==> config.mk <==
export PLATFORM = sky130hd
export DESIGN_NAME = wb_stage
export DESIGN_NICKNAME = d
export VERILOG_FILES = /design/src/hdl/mips_isa_pkg.sv /design/src/hdl/mips_pipe_pkg.sv /design/src/hdl/wb_stage.sv
export SDC_FILE = /design/constraint.sdc
export NUM_CORES = 1
export LEC_CHECK = 0
export ABC_AREA = 1
export ABC_CLOCK_PERIOD_IN_PS = 2000
export BUFFER_PORTS_ARGS = -buffer_cell sky130_fd_sc_hd__buf_2
export CORE_MARGIN = 2
export CORE_UTILIZATION = 30
export DETAILED_ROUTE_END_ITERATION = 8
export PLACE_DENSITY_LB_ADDON = 0.2
export SYNTH_ARGS = -nofsm -noshare
export SYNTH_HDL_FRONTEND = slang
export SYNTH_SLANG_ARGS = --single-unit
==> constraint.sdc <==
create_clock -name vclk -period 2
set_clock_uncertainty 0.15 [all_clocks]
set_input_delay 0.1 -clock vclk [all_inputs]
set_output_delay 0.1 -clock vclk [all_outputs]
set_load 0.05 [all_outputs]
==> src/hdl/mips_isa_pkg.sv <==
package mips_isa_pkg;

	// ============================================================
	// register file and data memory geometry
	// ============================================================
	localparam int REG_IDX_W  = 5;
	localparam int DMEM_WORDS = 256;
	// word address width into the data memory
	localparam int DMEM_AW    = $clog2(DMEM_WORDS);

	// ============================================================
	// encodings
	// ============================================================
	typedef enum logic [3:0] {
		MEM_NONE = 4'd0,
		MEM_LB   = 4'd1,
		MEM_LBU  = 4'd2,
		MEM_LH   = 4'd3,
		MEM_LHU  = 4'd4,
		MEM_LW   = 4'd5,
		MEM_SB   = 4'd6,
		MEM_SH   = 4'd7,
		MEM_SW   = 4'd8
	} mem_op_e;

	typedef enum logic [1:0] {
		RES_ALU = 2'd0,
		RES_PC8 = 2'd1,
		RES_HI  = 2'd2,
		RES_LO  = 2'd3
	} res_sel_e;

	// mult writes both halves, mthi/mtlo only one
	typedef enum logic [1:0] {
		HILO_NONE = 2'd0,
		HILO_MULT = 2'd1,
		HILO_MTHI = 2'd2,
		HILO_MTLO = 2'd3
	} hilo_wr_e;

	// loaded word, lane 0 is the lowest byte address
	typedef union packed {
		logic [3:0][7:0]  bytes;
		logic [1:0][15:0] halves;
	} load_word_u;

endpackage

==> src/hdl/mips_pipe_pkg.sv <==
package mips_pipe_pkg;

	import mips_isa_pkg::*;

	// ============================================================
	// EX/MEM bundle
	// ============================================================
	typedef struct packed {
		logic [31:0]          pc4;
		logic [31:0]          alu_res;
		logic [31:0]          store_data;
		// {hi, lo} from the multiplier, or the mthi/mtlo operand
		logic [63:0]          hilo_wdata;
		logic [REG_IDX_W-1:0] rt;
		logic [REG_IDX_W-1:0] dest;
		mem_op_e              mem_op;
		res_sel_e             res_sel;
		hilo_wr_e             hilo_wr;
		logic                 regwrite;
	} ex_mem_t;

	// ============================================================
	// MEM/WB register contents
	// ============================================================
	typedef struct packed {
		logic [31:0]          result;
		logic [31:0]          memout;
		logic [1:0]           byte_off;
		mem_op_e              mem_op;
		logic [REG_IDX_W-1:0] dest;
		logic                 regwrite;
		logic                 is_load;
	} mem_wb_t;

	// register file write port
	typedef struct packed {
		logic                 we;
		logic [REG_IDX_W-1:0] waddr;
		logic [31:0]          wdata;
	} wb_port_t;

	// load in WB, for the upstream hazard unit
	typedef struct packed {
		logic                 valid;
		logic [REG_IDX_W-1:0] rt;
	} load_hazard_t;

endpackage

==> src/hdl/wb_stage.sv <==
`timescale 1ns/100ps

module wb_stage
	import mips_isa_pkg::*, mips_pipe_pkg::*;
(
	input  mem_wb_t  i_mem_wb,
	output wb_port_t o_wb
);

	load_word_u  word;
	logic [7:0]  ld_byte;
	logic [15:0] ld_half;
	logic [31:0] ld_val;

	assign word    = i_mem_wb.memout;
	assign ld_byte = word.bytes[i_mem_wb.byte_off];
	assign ld_half = word.halves[i_mem_wb.byte_off[1]];

	// sign or zero extension by load kind
	always_comb begin
		case (i_mem_wb.mem_op)
			MEM_LB:  ld_val = {{24{ld_byte[7]}}, ld_byte};
			MEM_LBU: ld_val = {24'd0, ld_byte};
			MEM_LH:  ld_val = {{16{ld_half[15]}}, ld_half};
			MEM_LHU: ld_val = {16'd0, ld_half};
			default: ld_val = word.bytes;
		endcase
	end

	// ============================================================
	// register file write port
	// ============================================================
	// r0 is never written
	assign o_wb.we    = i_mem_wb.regwrite && (i_mem_wb.dest != '0);
	assign o_wb.waddr = i_mem_wb.dest;
	assign o_wb.wdata = i_mem_wb.is_load ? ld_val : i_mem_wb.result;

endmodule

* After elaboration in Yosys (flattened, before gate mapping)
Cells that the tools add are included.
** Word-level totals
- Register bits :: 0
- Input port bits :: 77
- Output and inout bits :: 38
- Word-level logic and storage cells :: 14
** Cells by class
- $lt $le $gt $ge :: 2
- Equal/unequal tests :: 4
- Mux-type cells :: 6
- Reductions and logical operators :: 2
** Operators with widths (number)
- case mux 32 bit (4 select lines) :: 1
- two-way mux 16 bit :: 2
- two-way mux 32 bit :: 1
- binary-select mux 8 bit (select 2 bit) :: 1
- equality test 4 x 2 -> 1 bit, second input constant :: 2
- two-way mux 8 bit :: 1
- nonzero test 5 bit :: 1
- equality test 4 x 1 -> 1 bit, second input constant :: 1
- equality test 4 x 3 -> 1 bit, second input constant :: 1
- < comparator 2 x 3 -> 1 bit, second input constant :: 1
- < comparator 1 x 2 -> 1 bit, second input constant :: 1
- logical AND 1 bit :: 1

* Logic depth before layout (Yosys ltp)
- Depth in word-level cells :: 4
- Depth in mapped cells :: 11
- Mapped depth without buffers :: 9

* Worst setup path after synthesis
OpenSTA, ideal clock, no wires.
- Kind :: input -> output
- From :: input port i_mem_wb[12] (netlist name)
- To :: output port o_wb[21] (netlist name)
- Arrival time :: 1.550 ns
- Required time :: 1.750 ns
- Path slack :: 0.200 ns
- Stages on the path :: 11
- Buffers on the path :: 2
- Cell sequence :: buf_2 inv_2 nand2_1 nand2_1 nand2_1 nand2_2 nand2_4 nand2_4 buf_8 nor2_1 nor2_1
** RTL lines
- start, declared :: line wb_stage.sv:6 : input mem_wb_t i_mem_wb,
- end, declared :: line wb_stage.sv:7 : output wb_port_t o_wb

==> results.txt <==
status - completed
nets@finish - 512
Synth Area in Adders - 0%
number of I/O pins - 115
CP required - 1.75 ns
via count - 2299
syn nets - 413
Seq. cell area - 0 um2
leading area contributor after synthesis - nand2_1
Layout area overhead - 37.67%
Floorplan Core Area - 4786 um2
DIE WIDTH - 74.98 um
Worst Hold Slack - 0.3478 ns
# DRC - 0
max_cap viols - 0
initial core utilization - 31.58%
DP HPWL - 4510 um
post-synthesis simple-gate area fraction - 67.22%
Power Density - 329.0 nW/um2
largest family of logic cells by synthesized area - simple AND/OR/NAND/NOR gates
global-route wire length before repair - 8645 um
Placed Area - 2081 um2
vias per cell - 4.598
cell with the most instances after synthesis - nand2_1
largest net degree at the start of global routing - 37
GRT Util Overall - 18.81%
fin crit period - 1.793 ns
final setup violation count - 0
drt first-iter violations - 92
Worst-Margin Slew - 0.5373 ns
Cell variety after synth - 25
Die Y - 74.98 um
Setup crit end kind - output pin
Worst slew margin - 64.18%
Syn Inst Count - 336
drt pass-1 iters - 4
cts repair resizes - 0
Max Fclk - 0.5578 GHz
layout cells sized above 1 - 31.18%
PortBufs - 115
post-CTS setup buffer count - 0
vias in the first global route - 2024
final std cells w/o fill - 500
crit path max fanout - 7
Post-Place Cells - 500
gpl congestion - 0.9120
row cnt - 25
die area - 5622 um2
Syn Area/Cell - 4.498 um2
overall power - 684.5 uW
P_leak - 1.333 nW
hold crit path type - in -> out
complex-gate fraction of the synthesized area - 17.38%
ANT cells - 0
setup ws final - 0.2071 ns
Util after Layout - 43.48%
startpoint types - input port
Final Hold Vio Count - 0
top cells by area, synth - nand2_1 35%, nor2_1 14%, o21ai_0 12%
Synth Cell Area - 1511 um2
peak supply drop - 0.1234 mV
total grt overflow - 0
WL/cell - 11.11 um
synth warn - 0
worst slack at placement - 0.2153 ns
antenna violations before repair - 0
final period utilization - 89.64%
Routed WL - 5556 um
setup TNS - 0 ns
hold_buf cts - 0
Final Slew Violations - 0
RSZ-0062 raised after global routing - false
Routed Antenna Nets - 0
sequential area share after synthesis - 0%
Arrival @ worst endpoint - 1.54 ns
Finished Cell Area - 2081 um2
Yosys top cell area share - 34.77%
top cell types by occurrence after synthesis - 140 x nand2_1, 56 x nor2_1, 35 x o21ai_0
filler instances - 589
multiplexer area fraction after synthesis - 0%
clk_buf instances - 0
Synth Area in XOR/XNOR - 0%
num sequential - 0
Crit Path Category - in -> out
## layer usage
layer  vias up  share of wire, %  GRT usage [%]
met3         0               7.8          1.473
met2        85                46          34.80
met1       973                46          24.78
met5         -                 0              0
li1       1241                 -              -
met4         0                 0          1.190
## power by group
part	switching, mW	total [mW]	internal, mW
Clock	0	0	0
Combinational	0.483	0.684	0.202
Sequential	0	0	0
## area by class of cell
| type | instances | area (um2) | share of cell area (%) |
|---|---|---|---|
| multi-input cells | 287 | 1279 | 61.46 |
| well taps | 67 | 83.83 | 4.029 |
| inverters | 24 | 90.09 | 4.330 |
| repair buffers | 122 | 628.1 | 30.19 |
## cell usage in the layout (no fill, tap or decap)
cell type	instances
a21o_1	7
buf_2	115
buf_4	7
inv_1	23
inv_2	1
nand2_1	140
nand2_2	4
nand2_4	2
nand3_1	33
nand3_4	1
nand4_1	1
nor2_1	56
nor2_2	1
nor2_4	1
nor2_8	1
o21ai_0	35
o21ai_1	2
o21ai_4	1
o41ai_1	1
or2_2	1
## critical path, cell delays in order
cell     delay (ns)
buf_2          0.14
nor2_4         0.14
inv_1          0.13
nor2_1         0.39
o21ai_0        0.14
nand3_1        0.12
nand2_1        0.06
nand2_1        0.07
buf_2          0.25
## final timing paths
| path | startpoint | end | slack, ns | depth (start not counted) |
|---|---|---|---|---|
| min | i_mem_wb[2] | o_wb[32] | 0.35 | 2 |
| max | i_mem_wb[9] | o_wb[0] | 0.21 | 9 |
## cells by family (layout without fill, tap and decap cells)
kind of cell | after synthesis | after routing
simple gates | 241 | 241
buf+inv | 49 | 146
compound gates | 46 | 46
(Power assumes the default switching activity.)
