--- src/hdl/mips_isa_pkg.sv ---
package mips_isa_pkg;

	// ============================================================
	// register file and data memory geometry
	// ============================================================
	localparam int REG_IDX_W  = 5;
	localparam int DMEM_WORDS = 256;
	// word address width into the data memory
	localparam int DMEM_AW    = $clog2(DMEM_WORDS);

	// ============================================================
	// encodings
	// ============================================================
	typedef enum logic [3:0] {
		MEM_NONE = 4'd0,
		MEM_LB   = 4'd1,
		MEM_LBU  = 4'd2,
		MEM_LH   = 4'd3,
		MEM_LHU  = 4'd4,
		MEM_LW   = 4'd5,
		MEM_SB   = 4'd6,
		MEM_SH   = 4'd7,
		MEM_SW   = 4'd8
	} mem_op_e;

	typedef enum logic [1:0] {
		RES_ALU = 2'd0,
		RES_PC8 = 2'd1,
		RES_HI  = 2'd2,
		RES_LO  = 2'd3
	} res_sel_e;

	// mult writes both halves, mthi/mtlo only one
	typedef enum logic [1:0] {
		HILO_NONE = 2'd0,
		HILO_MULT = 2'd1,
		HILO_MTHI = 2'd2,
		HILO_MTLO = 2'd3
	} hilo_wr_e;

	// loaded word, lane 0 is the lowest byte address
	typedef union packed {
		logic [3:0][7:0]  bytes;
		logic [1:0][15:0] halves;
	} load_word_u;

endpackage

--- src/hdl/mips_pipe_pkg.sv ---
package mips_pipe_pkg;

	import mips_isa_pkg::*;

	// ============================================================
	// EX/MEM bundle
	// ============================================================
	typedef struct packed {
		logic [31:0]          pc4;
		logic [31:0]          alu_res;
		logic [31:0]          store_data;
		// {hi, lo} from the multiplier, or the mthi/mtlo operand
		logic [63:0]          hilo_wdata;
		logic [REG_IDX_W-1:0] rt;
		logic [REG_IDX_W-1:0] dest;
		mem_op_e              mem_op;
		res_sel_e             res_sel;
		hilo_wr_e             hilo_wr;
		logic                 regwrite;
	} ex_mem_t;

	// ============================================================
	// MEM/WB register contents
	// ============================================================
	typedef struct packed {
		logic [31:0]          result;
		logic [31:0]          memout;
		logic [1:0]           byte_off;
		mem_op_e              mem_op;
		logic [REG_IDX_W-1:0] dest;
		logic                 regwrite;
		logic                 is_load;
	} mem_wb_t;

	// register file write port
	typedef struct packed {
		logic                 we;
		logic [REG_IDX_W-1:0] waddr;
		logic [31:0]          wdata;
	} wb_port_t;

	// load in WB, for the upstream hazard unit
	typedef struct packed {
		logic                 valid;
		logic [REG_IDX_W-1:0] rt;
	} load_hazard_t;

endpackage

--- src/hdl/mem_ctrl.sv ---
`timescale 1ns/100ps

module mem_ctrl
	import mips_isa_pkg::*, mips_pipe_pkg::*;
(
	input  logic               i_clk,
	input  logic               i_nrst,
	input  ex_mem_t            i_ex_mem,
	input  wb_port_t           i_wb,
	output logic [DMEM_AW-1:0] o_waddr,
	output logic [3:0]         o_be,
	output logic [31:0]        o_wdata
);

	logic [1:0]  off;
	logic        is_store;
	logic        fwd_hit;
	logic [31:0] st_data;

	assign off      = i_ex_mem.alu_res[1:0];
	assign o_waddr  = i_ex_mem.alu_res[DMEM_AW+1:2];
	assign is_store = i_ex_mem.mem_op inside {MEM_SB, MEM_SH, MEM_SW};

	// load result sitting in WB feeds a store of the same register
	assign fwd_hit = is_store && i_wb.we && (i_wb.waddr == i_ex_mem.rt)
		&& (i_ex_mem.rt != '0);
	assign st_data = fwd_hit ? i_wb.wdata : i_ex_mem.store_data;

	// byte enables and lane placement
	always_comb begin
		o_be    = 4'b0000;
		o_wdata = st_data;
		case (i_ex_mem.mem_op)
			MEM_SB: begin
				o_be    = 4'b0001 << off;
				o_wdata = {4{st_data[7:0]}};
			end
			MEM_SH: begin
				o_be    = off[1] ? 4'b1100 : 4'b0011;
				o_wdata = {2{st_data[15:0]}};
			end
			MEM_SW: begin
				o_be = 4'b1111;
			end
			default: begin
				o_be = 4'b0000;
			end
		endcase
	end

	// ============================================================
	// alignment checks
	// ============================================================
	a_half_align: assert property (@(posedge i_clk) disable iff (!i_nrst)
		(i_ex_mem.mem_op inside {MEM_LH, MEM_LHU, MEM_SH}) |-> (off[0] == 1'b0))
		else $error("misaligned halfword access at %h", i_ex_mem.alu_res);

	a_word_align: assert property (@(posedge i_clk) disable iff (!i_nrst)
		(i_ex_mem.mem_op inside {MEM_LW, MEM_SW}) |-> (off == 2'b00))
		else $error("misaligned word access at %h", i_ex_mem.alu_res);

endmodule

--- config.mk ---
export PLATFORM = sky130hd
export DESIGN_NAME = mem_ctrl
export DESIGN_NICKNAME = d
export VERILOG_FILES = /design/src/hdl/mips_isa_pkg.sv /design/src/hdl/mips_pipe_pkg.sv /design/src/hdl/mem_ctrl.sv
export SDC_FILE = /design/constraint.sdc
export NUM_CORES = 1
export LEC_CHECK = 0
export BUFFER_PORTS_ARGS = -buffer_cell sky130_fd_sc_hd__buf_2
export CORE_AREA = 2 2 102 104
export DETAILED_ROUTE_END_ITERATION = 7
export DIE_AREA = 0 0 104 106
export RECOVER_POWER = 25
export SETUP_SLACK_MARGIN = 0.15
export SLEW_MARGIN = 20
export SYNTH_ARGS = -nofsm -noshare
export SYNTH_HDL_FRONTEND = slang
export SYNTH_SLANG_ARGS = --single-unit
--- constraint.sdc ---
create_clock -name vclk -period 6.02
set_clock_uncertainty 0.2 [all_clocks]
set_input_delay 0 -clock vclk [all_inputs]
set_output_delay 0 -clock vclk [all_outputs]
set_load 0.005 [all_outputs]
=== Yosys cells after proc, flatten, opt, wreduce, memory -nomap -nowiden ===
Cells that the tools add are included.

* Register bits: 0
* Bits of input ports: 219
* Output and inout port bits: 44

* Equal/unequal tests: 4
* Shift-type cells: 1
* Multiplexer cells: 4
* Reduce and logical (&&, ||, !) cells: 5

{| class="wikitable"
|+ Operators with widths
! operator !! number
|-
| one-hot mux 32 bit (2 select lines) || 1
|-
| 2-to-1 mux 32 bit || 1
|-
| one-hot mux 4 bit (3 select lines) || 1
|-
| equality test 4 x 3 -> 1 bit, second input constant || 2
|-
| equality test 5 bit || 1
|-
| nonzero test 5 bit || 1
|-
| equality test 4 bit, second input constant || 1
|-
| 2-to-1 mux 4 bit || 1
|-
| left shift 1 x 2 -> 4 bit, first input constant || 1
|-
| logical AND 1 bit || 3
|-
| nonzero test 3 bit || 1
|}

=== Logic depth before layout (Yosys ltp) ===
Gate-level depths: netlist of run 1.

* Depth in word-level cells: 7
* Gate-level depth with buffers: 7
* Gate-level depth less buffers: 5

=== Worst setup path after synthesis of run 1 ===
OpenSTA, ideal clock, no wires.

* Path type: input -> output
* From: in i_ex_mem[6] (netlist bit)
* To: out o_wdata[16]
* Data arrival time: 1.747 ns
* Setup slack: 4.073 ns
* Stages: 5
* Buffers on the path: 1
* Cells stage by stage: or4b_4 a2111oi_4 buf_6 mux2_2 mux2_2

* Cells in the longest elaborated chain, start to end: 7

{| class="wikitable"
|+ RTL lines
! what !! RTL line !! RTL
|-
| start: declaration || mem_ctrl.sv:8 || <nowiki>input ex_mem_t i_ex_mem,</nowiki>
|-
| equality test 4 x 3 -> 1 bit / equality test 4 bit (equally long branches) || mem_ctrl.sv:22, mem_ctrl.sv:33 ||
|-
| nonzero test 3 bit || mem_ctrl.sv:22 || <nowiki>assign is_store = i_ex_mem.mem_op inside {MEM_SB, MEM_SH, MEM_SW};</nowiki>
|-
| logical AND 1 bit (2 in a row) || mem_ctrl.sv:25 || <nowiki>assign fwd_hit = is_store && i_wb.we && (i_wb.waddr == i_ex_mem.rt)</nowiki>
|-
| logical AND 1 bit || mem_ctrl.sv:26 || <nowiki>&& (i_ex_mem.rt != '0);</nowiki>
|-
| 2-to-1 mux 32 bit || mem_ctrl.sv:27 || <nowiki>assign st_data = fwd_hit ? i_wb.wdata : i_ex_mem.store_data;</nowiki>
|-
| one-hot mux 32 bit (2 select lines) (*) || mem_ctrl.sv:33 || <nowiki>case (i_ex_mem.mem_op)</nowiki>
|-
| end: declaration || mem_ctrl.sv:12 || <nowiki>output logic [31:0] o_wdata</nowiki>
|}

Every way passes the cells marked *; elsewhere a longest branch is shown, timed or not.

=== Worst setup path after layout of run 1 ===
* From: in i_ex_mem[5] (netlist bit)
* To: out o_wdata[17]

The elaborated chain is that of the path after synthesis.

==> flow_summary.ini, run 1 <==
[logic_synthesis]
syn_area_um2 = 1219
syn_nets = 355
ys_types = 23
yosysWarnings = 0
avgSynthCellArea_um2 = 8.961
syn_inst = 136
yosysTopAreaCellShare = 0.3285
seq_area_frac_synth = 0
post-synth-top-count-cell = mux2i_1
synth_commonest_cells = mux2i_1 (40), mux2_2 (32), a21oi_1 (9), buf_4 (9), nor2b_1 (9)
yosys.area.top_type = mux2i_1
synthTopCellsByArea = mux2i_1 (33%), mux2_2 (30%), buf_4 (5.5%)

[timing]
final.setup.tns_ns = 0
rsz0062_at_grt = no
tightest_slew_ns = 1.437
max_freq_ghz = 0.3020
hold_viol_final = 0
holdWs_ns = 0.07785
postLayoutSetupSlackWorst_ns = 2.709
period_minus_slack_ns = 3.311
slew_viol_final = 0
setup_viol = 0
slew_headroom = 0.04173
fin_crit_sh = 0.5501

[routing]
met3WireLength_um = 327
routed-via-count = 1457
wl_per_cell_um = 11.80
dr_wl_met2_um = 2066
wl_met1_um = 2101
ant_nets = 0
drc = 0
topRoutingLayerUsed = met3
drtIter0Drc = 37
finalWirelength_um = 4495
viasPerCell = 3.824
drtPass1Iterations = 3

[place]
dpl-instance-area_um2 = 1856
place_congestion = 0.7320
pre_cts_ws_ns = 3.130
place_inst = 373
io_buffers = 117
hpwl_um = 3644

[power_and_ir_drop]
p_per_area_nw_per_um2 = 54.70
peakVddDrop_uv = 15.63
leakage_nw = 0.9062

[layout]
drive_above_1_share = 0.6204
area_growth_pct = 58.32
nClkBuffers = 0
layout.nets = 466
num-fill-cells = 1150
design_area_um2 = 1929
numSequentialCells = 0
final_cells = 381
antenna_cells = 0
seq_area_um2 = 0

[floorplanning]
die-area_um2 = 11020
fp.dieW_um = 104
io_pins = 263
core_um2 = 10000
num_rows = 37
die_y_um = 106
initial_core_util = 0.1219

[status]
status = finished clean

[setup_path]
crit_type = primary input to output pin
arrival_ns = 3.11
worst-path-max-fanout = 48
setup.worst_path.end_class = output pin
critPathRequiredTime_ns = 5.82
startpoint_type = primary input

[grt]
grt_pass1_vias = 1443
antenna_found_initial = 0
grt_overflow = 0
grt_pass1_wl_um = 6748
grt_max_degree = 49
grt_usage = 0.07240

[job]
drv_cap = 0

[hold_path]
min_path_type = primary input to output pin
final cells by class:
| type | count | area (um^2) | area share |
|---|---|---|---|
| well taps | 136 | 170.2 | 0.08820 |
| inverters | 1 | 3.754 | 0.001946 |
| multi-input cells | 116 | 1070 | 0.5545 |
| repair buffers | 128 | 685.7 | 0.3554 |
routing by layer:
layer / vias to the layer above / global-route usage
li1: 728 / -
met1: 657 / 0.09941
met2: 72 / 0.1288
met3: 0 / 0.008584
met4: 0 / 0.0009653
met5: - / 0
through the flow:
stage | total power [mW] | util
2_1_floorplan | 0.05383 | -
3_3_place_gp | 0.09993 | 0.1856
3_5_place_dp | 0.1019 | 0.1856
4_1_cts | 0.1072 | 0.1936
5_1_grt | 0.1165 | 0.1929
6_report | 0.1055 | 0.1929
cell usage in the layout, fill, tap and decap left out:
cell type        n
buf_2          115
mux2i_1         40
mux2_2          32
a21oi_1          9
nor2b_1          9
a211oi_1         8
dlygate4sd3_1    8
xnor2_1          4
buf_4            3
nand3_1          2
o21ai_0          2
o31ai_1          2
clkbuf_1         2
or4b_1           1
nand3b_1         1
nand2b_1         1
inv_1            1
or4_1            1
a2111oi_4        1
nor2_2           1
nand4b_1         1
nor2_1           1
where the power goes:
group	total, mW	switching (mW)	internal, mW
combinational	0.106	0.0443	0.0612
sequential	0	0	0
clock	0	0	0
total	0.106	0.0443	0.0612
worst paths after layout:
kind,start,endpoint,slack [ns],depth (start not counted)
max,i_ex_mem[5],o_wdata[17],2.71,7
min,i_ex_mem[116],o_be[1],0.08,3
cell families (layout without fill, tap and decap cells):
kind of cell           Yosys count  after routing  synth area share
buffers and inverters           20            129            0.1211
AO/OA/AOI/OAI                   22             22            0.1294
multiplexers                    72             72            0.6242
AND/OR/NAND/NOR                 18             18           0.09652
XOR/XNOR                         4              4           0.02874
worst max-delay path, cell delays in order:
cell and delay, ns:
clkbuf_1 0.55, or4b_1 0.83, a2111oi_4 0.33, buf_4 0.54, mux2_2 0.42, mux2_2 0.26
buf_2 0.12
what timing repair did:
item	4_1_cts	5_1_grt
setup endpoints to repair	0	0
hold buffers	8	0
endpoints found under the hold margin	8	0
gates resized for setup	0	0
buffers inserted	0	0
Note: power is estimated with default switching activity, not from simulation.
==> inputs of run 2 (changes only) <==
--- a/config.mk
+++ b/config.mk
@@ -6,9 +6,9 @@
 export NUM_CORES = 1
 export LEC_CHECK = 0
 export BUFFER_PORTS_ARGS = -buffer_cell sky130_fd_sc_hd__buf_2
-export CORE_AREA = 2 2 102 104
+export CORE_AREA = 2 2 101 103
 export DETAILED_ROUTE_END_ITERATION = 7
-export DIE_AREA = 0 0 104 106
+export DIE_AREA = 0 0 103 105
 export RECOVER_POWER = 25
 export SETUP_SLACK_MARGIN = 0.15
 export SLEW_MARGIN = 20
==> constraint.sdc (replaced) <==
create_clock -name vclk -period 2.9
set_clock_uncertainty 0.2 [all_clocks]
set_input_delay 0 -clock vclk [all_inputs]
set_output_delay 0 -clock vclk [all_outputs]
set_load 0.005 [all_outputs]
==> run 2 against run 1 <==
Largest cell class unchanged. Highest routed layer is now met5. Sequential share of layout area did not move. Utilization rose by 0.94 points. First-iteration DRC count up 22%. Cell count shrank 0.26%. Power grew 110%. Hold slack improved by 0.014 ns.
==> flow_summary.ini, run 2 (same netlist as run 1, synthesis figures left out) <==
[status]
status = finished clean

[floorplanning]
io_pins = 263
num_rows = 36
initial_core_util = 0.1264
fp.dieW_um = 103
core_um2 = 9639
die_y_um = 105
die-area_um2 = 10820

[timing]
slew_headroom = 0.1494
hold_viol_final = 0
period_minus_slack_ns = 2.574
setup_viol = 0
max_freq_ghz = 0.3885
tightest_slew_ns = 1.276
slew_viol_final = 0
fin_crit_sh = 0.8876
rsz0062_at_grt = no
postLayoutSetupSlackWorst_ns = 0.3260
final.setup.tns_ns = 0

[routing]
drtIter0Drc = 45
viasPerCell = 3.882
routed-via-count = 1475
finalWirelength_um = 5028
wl_per_cell_um = 13.23
ant_nets = 0
drtPass1Iterations = 4
drc = 0

[setup_path]
arrival_ns = 2.37
startpoint_type = primary input
cp-startpoint = i_ex_mem[6]
crit_type = primary input to output pin
setup.worst_path.end_class = output pin
critPathRequiredTime_ns = 2.70
worst-path-max-fanout = 28

[layout]
numSequentialCells = 0
utilization = 0.2024
layout.nets = 468
final_common_cell = buf_2
area_growth_pct = 60.06
seq_area_um2 = 0
drive_above_1_share = 0.6235
nClkBuffers = 0
final_cell_mix = buf_2 (116), mux2i_1 (40), mux2_2 (32), a21oi_1 (9), nor2b_1 (9)
num-fill-cells = 1096
antenna_cells = 0

[power_and_ir_drop]
leakage_nw = 0.9190
p_per_area_nw_per_um2 = 115.1
peakVddDrop_uv = 32.98

[grt]
grt_overflow = 0
grt_usage = 0.08331
grt_max_degree = 29
grt_pass1_vias = 1385
antenna_found_initial = 2
grt_pass1_wl_um = 7141

[clocking]
cts_resized = 0

[place]
hpwl_um = 4319
pre_cts_ws_ns = 0.4140
place_congestion = 0.6820
io_buffers = 117

[hold_path]
min_path_type = primary input to output pin
min_from = i_ex_mem[116]

[job]
drv_cap = 0
-- run 2: cell types whose count changed in the layout (fill, tap and decap cells not counted), sizes merged --
cell	delta
buf	+2
-- run 2: repair_timing --
item	4_1_cts	5_1_grt
endpoints found under the hold margin	8	0
hold buffers	8	0
buffers inserted	0	0
-- run 2: layout make-up --
cell class | instances | area, um^2 | area share
tap | 133 | 166.4 | 0.08531
inverter | 1 | 3.754 | 0.001924
timing repair buffer | 130 | 710.7 | 0.3643
multi-input combinational | 116 | 1070 | 0.5484
-- run 2: routing by layer --
layer,up-vias,track usage,wire (um)
met1,651,0.1054,2157
met3,2,0.02809,588
li1,731,-,-
met4,2,0,0
met5,-,0,19
met2,89,0.1447,2261
-- run 2: stage by stage --
step                total power [mW]  hold WS (ns)  std cells  instance area [um^2]
floorplan                     0.1117       -0.1353        136                  1219
finish                        0.2245       0.09213        380                  1951
CTS                           0.2296       0.09161        380                  1959
global route                  0.2478        0.1131        380                  1951
global placement              0.2135       -0.2000        372                  1879
detailed placement            0.2185       -0.2000        372                  1879
-- run 2: worst max-delay path, stage by stage --
cell and delay, ns:
buf_2 0.11, or4b_1 0.67, a2111oi_4 0.36, buf_4 0.39, mux2_2 0.42, mux2_2 0.27, buf_2 0.15
-- run 2: final timing paths --
kind	endpoint	slack, ns	cells after the start
setup / recovery	o_wdata[20]	0.33	7
hold / removal	o_be[1]	0.09	3
-- run 2: power by group --
| group | switching [mW] | internal, mW |
|---|---|---|
| logic | 0.0961 | 0.128 |
| registers | 0 | 0 |
| clock network | 0 | 0 |
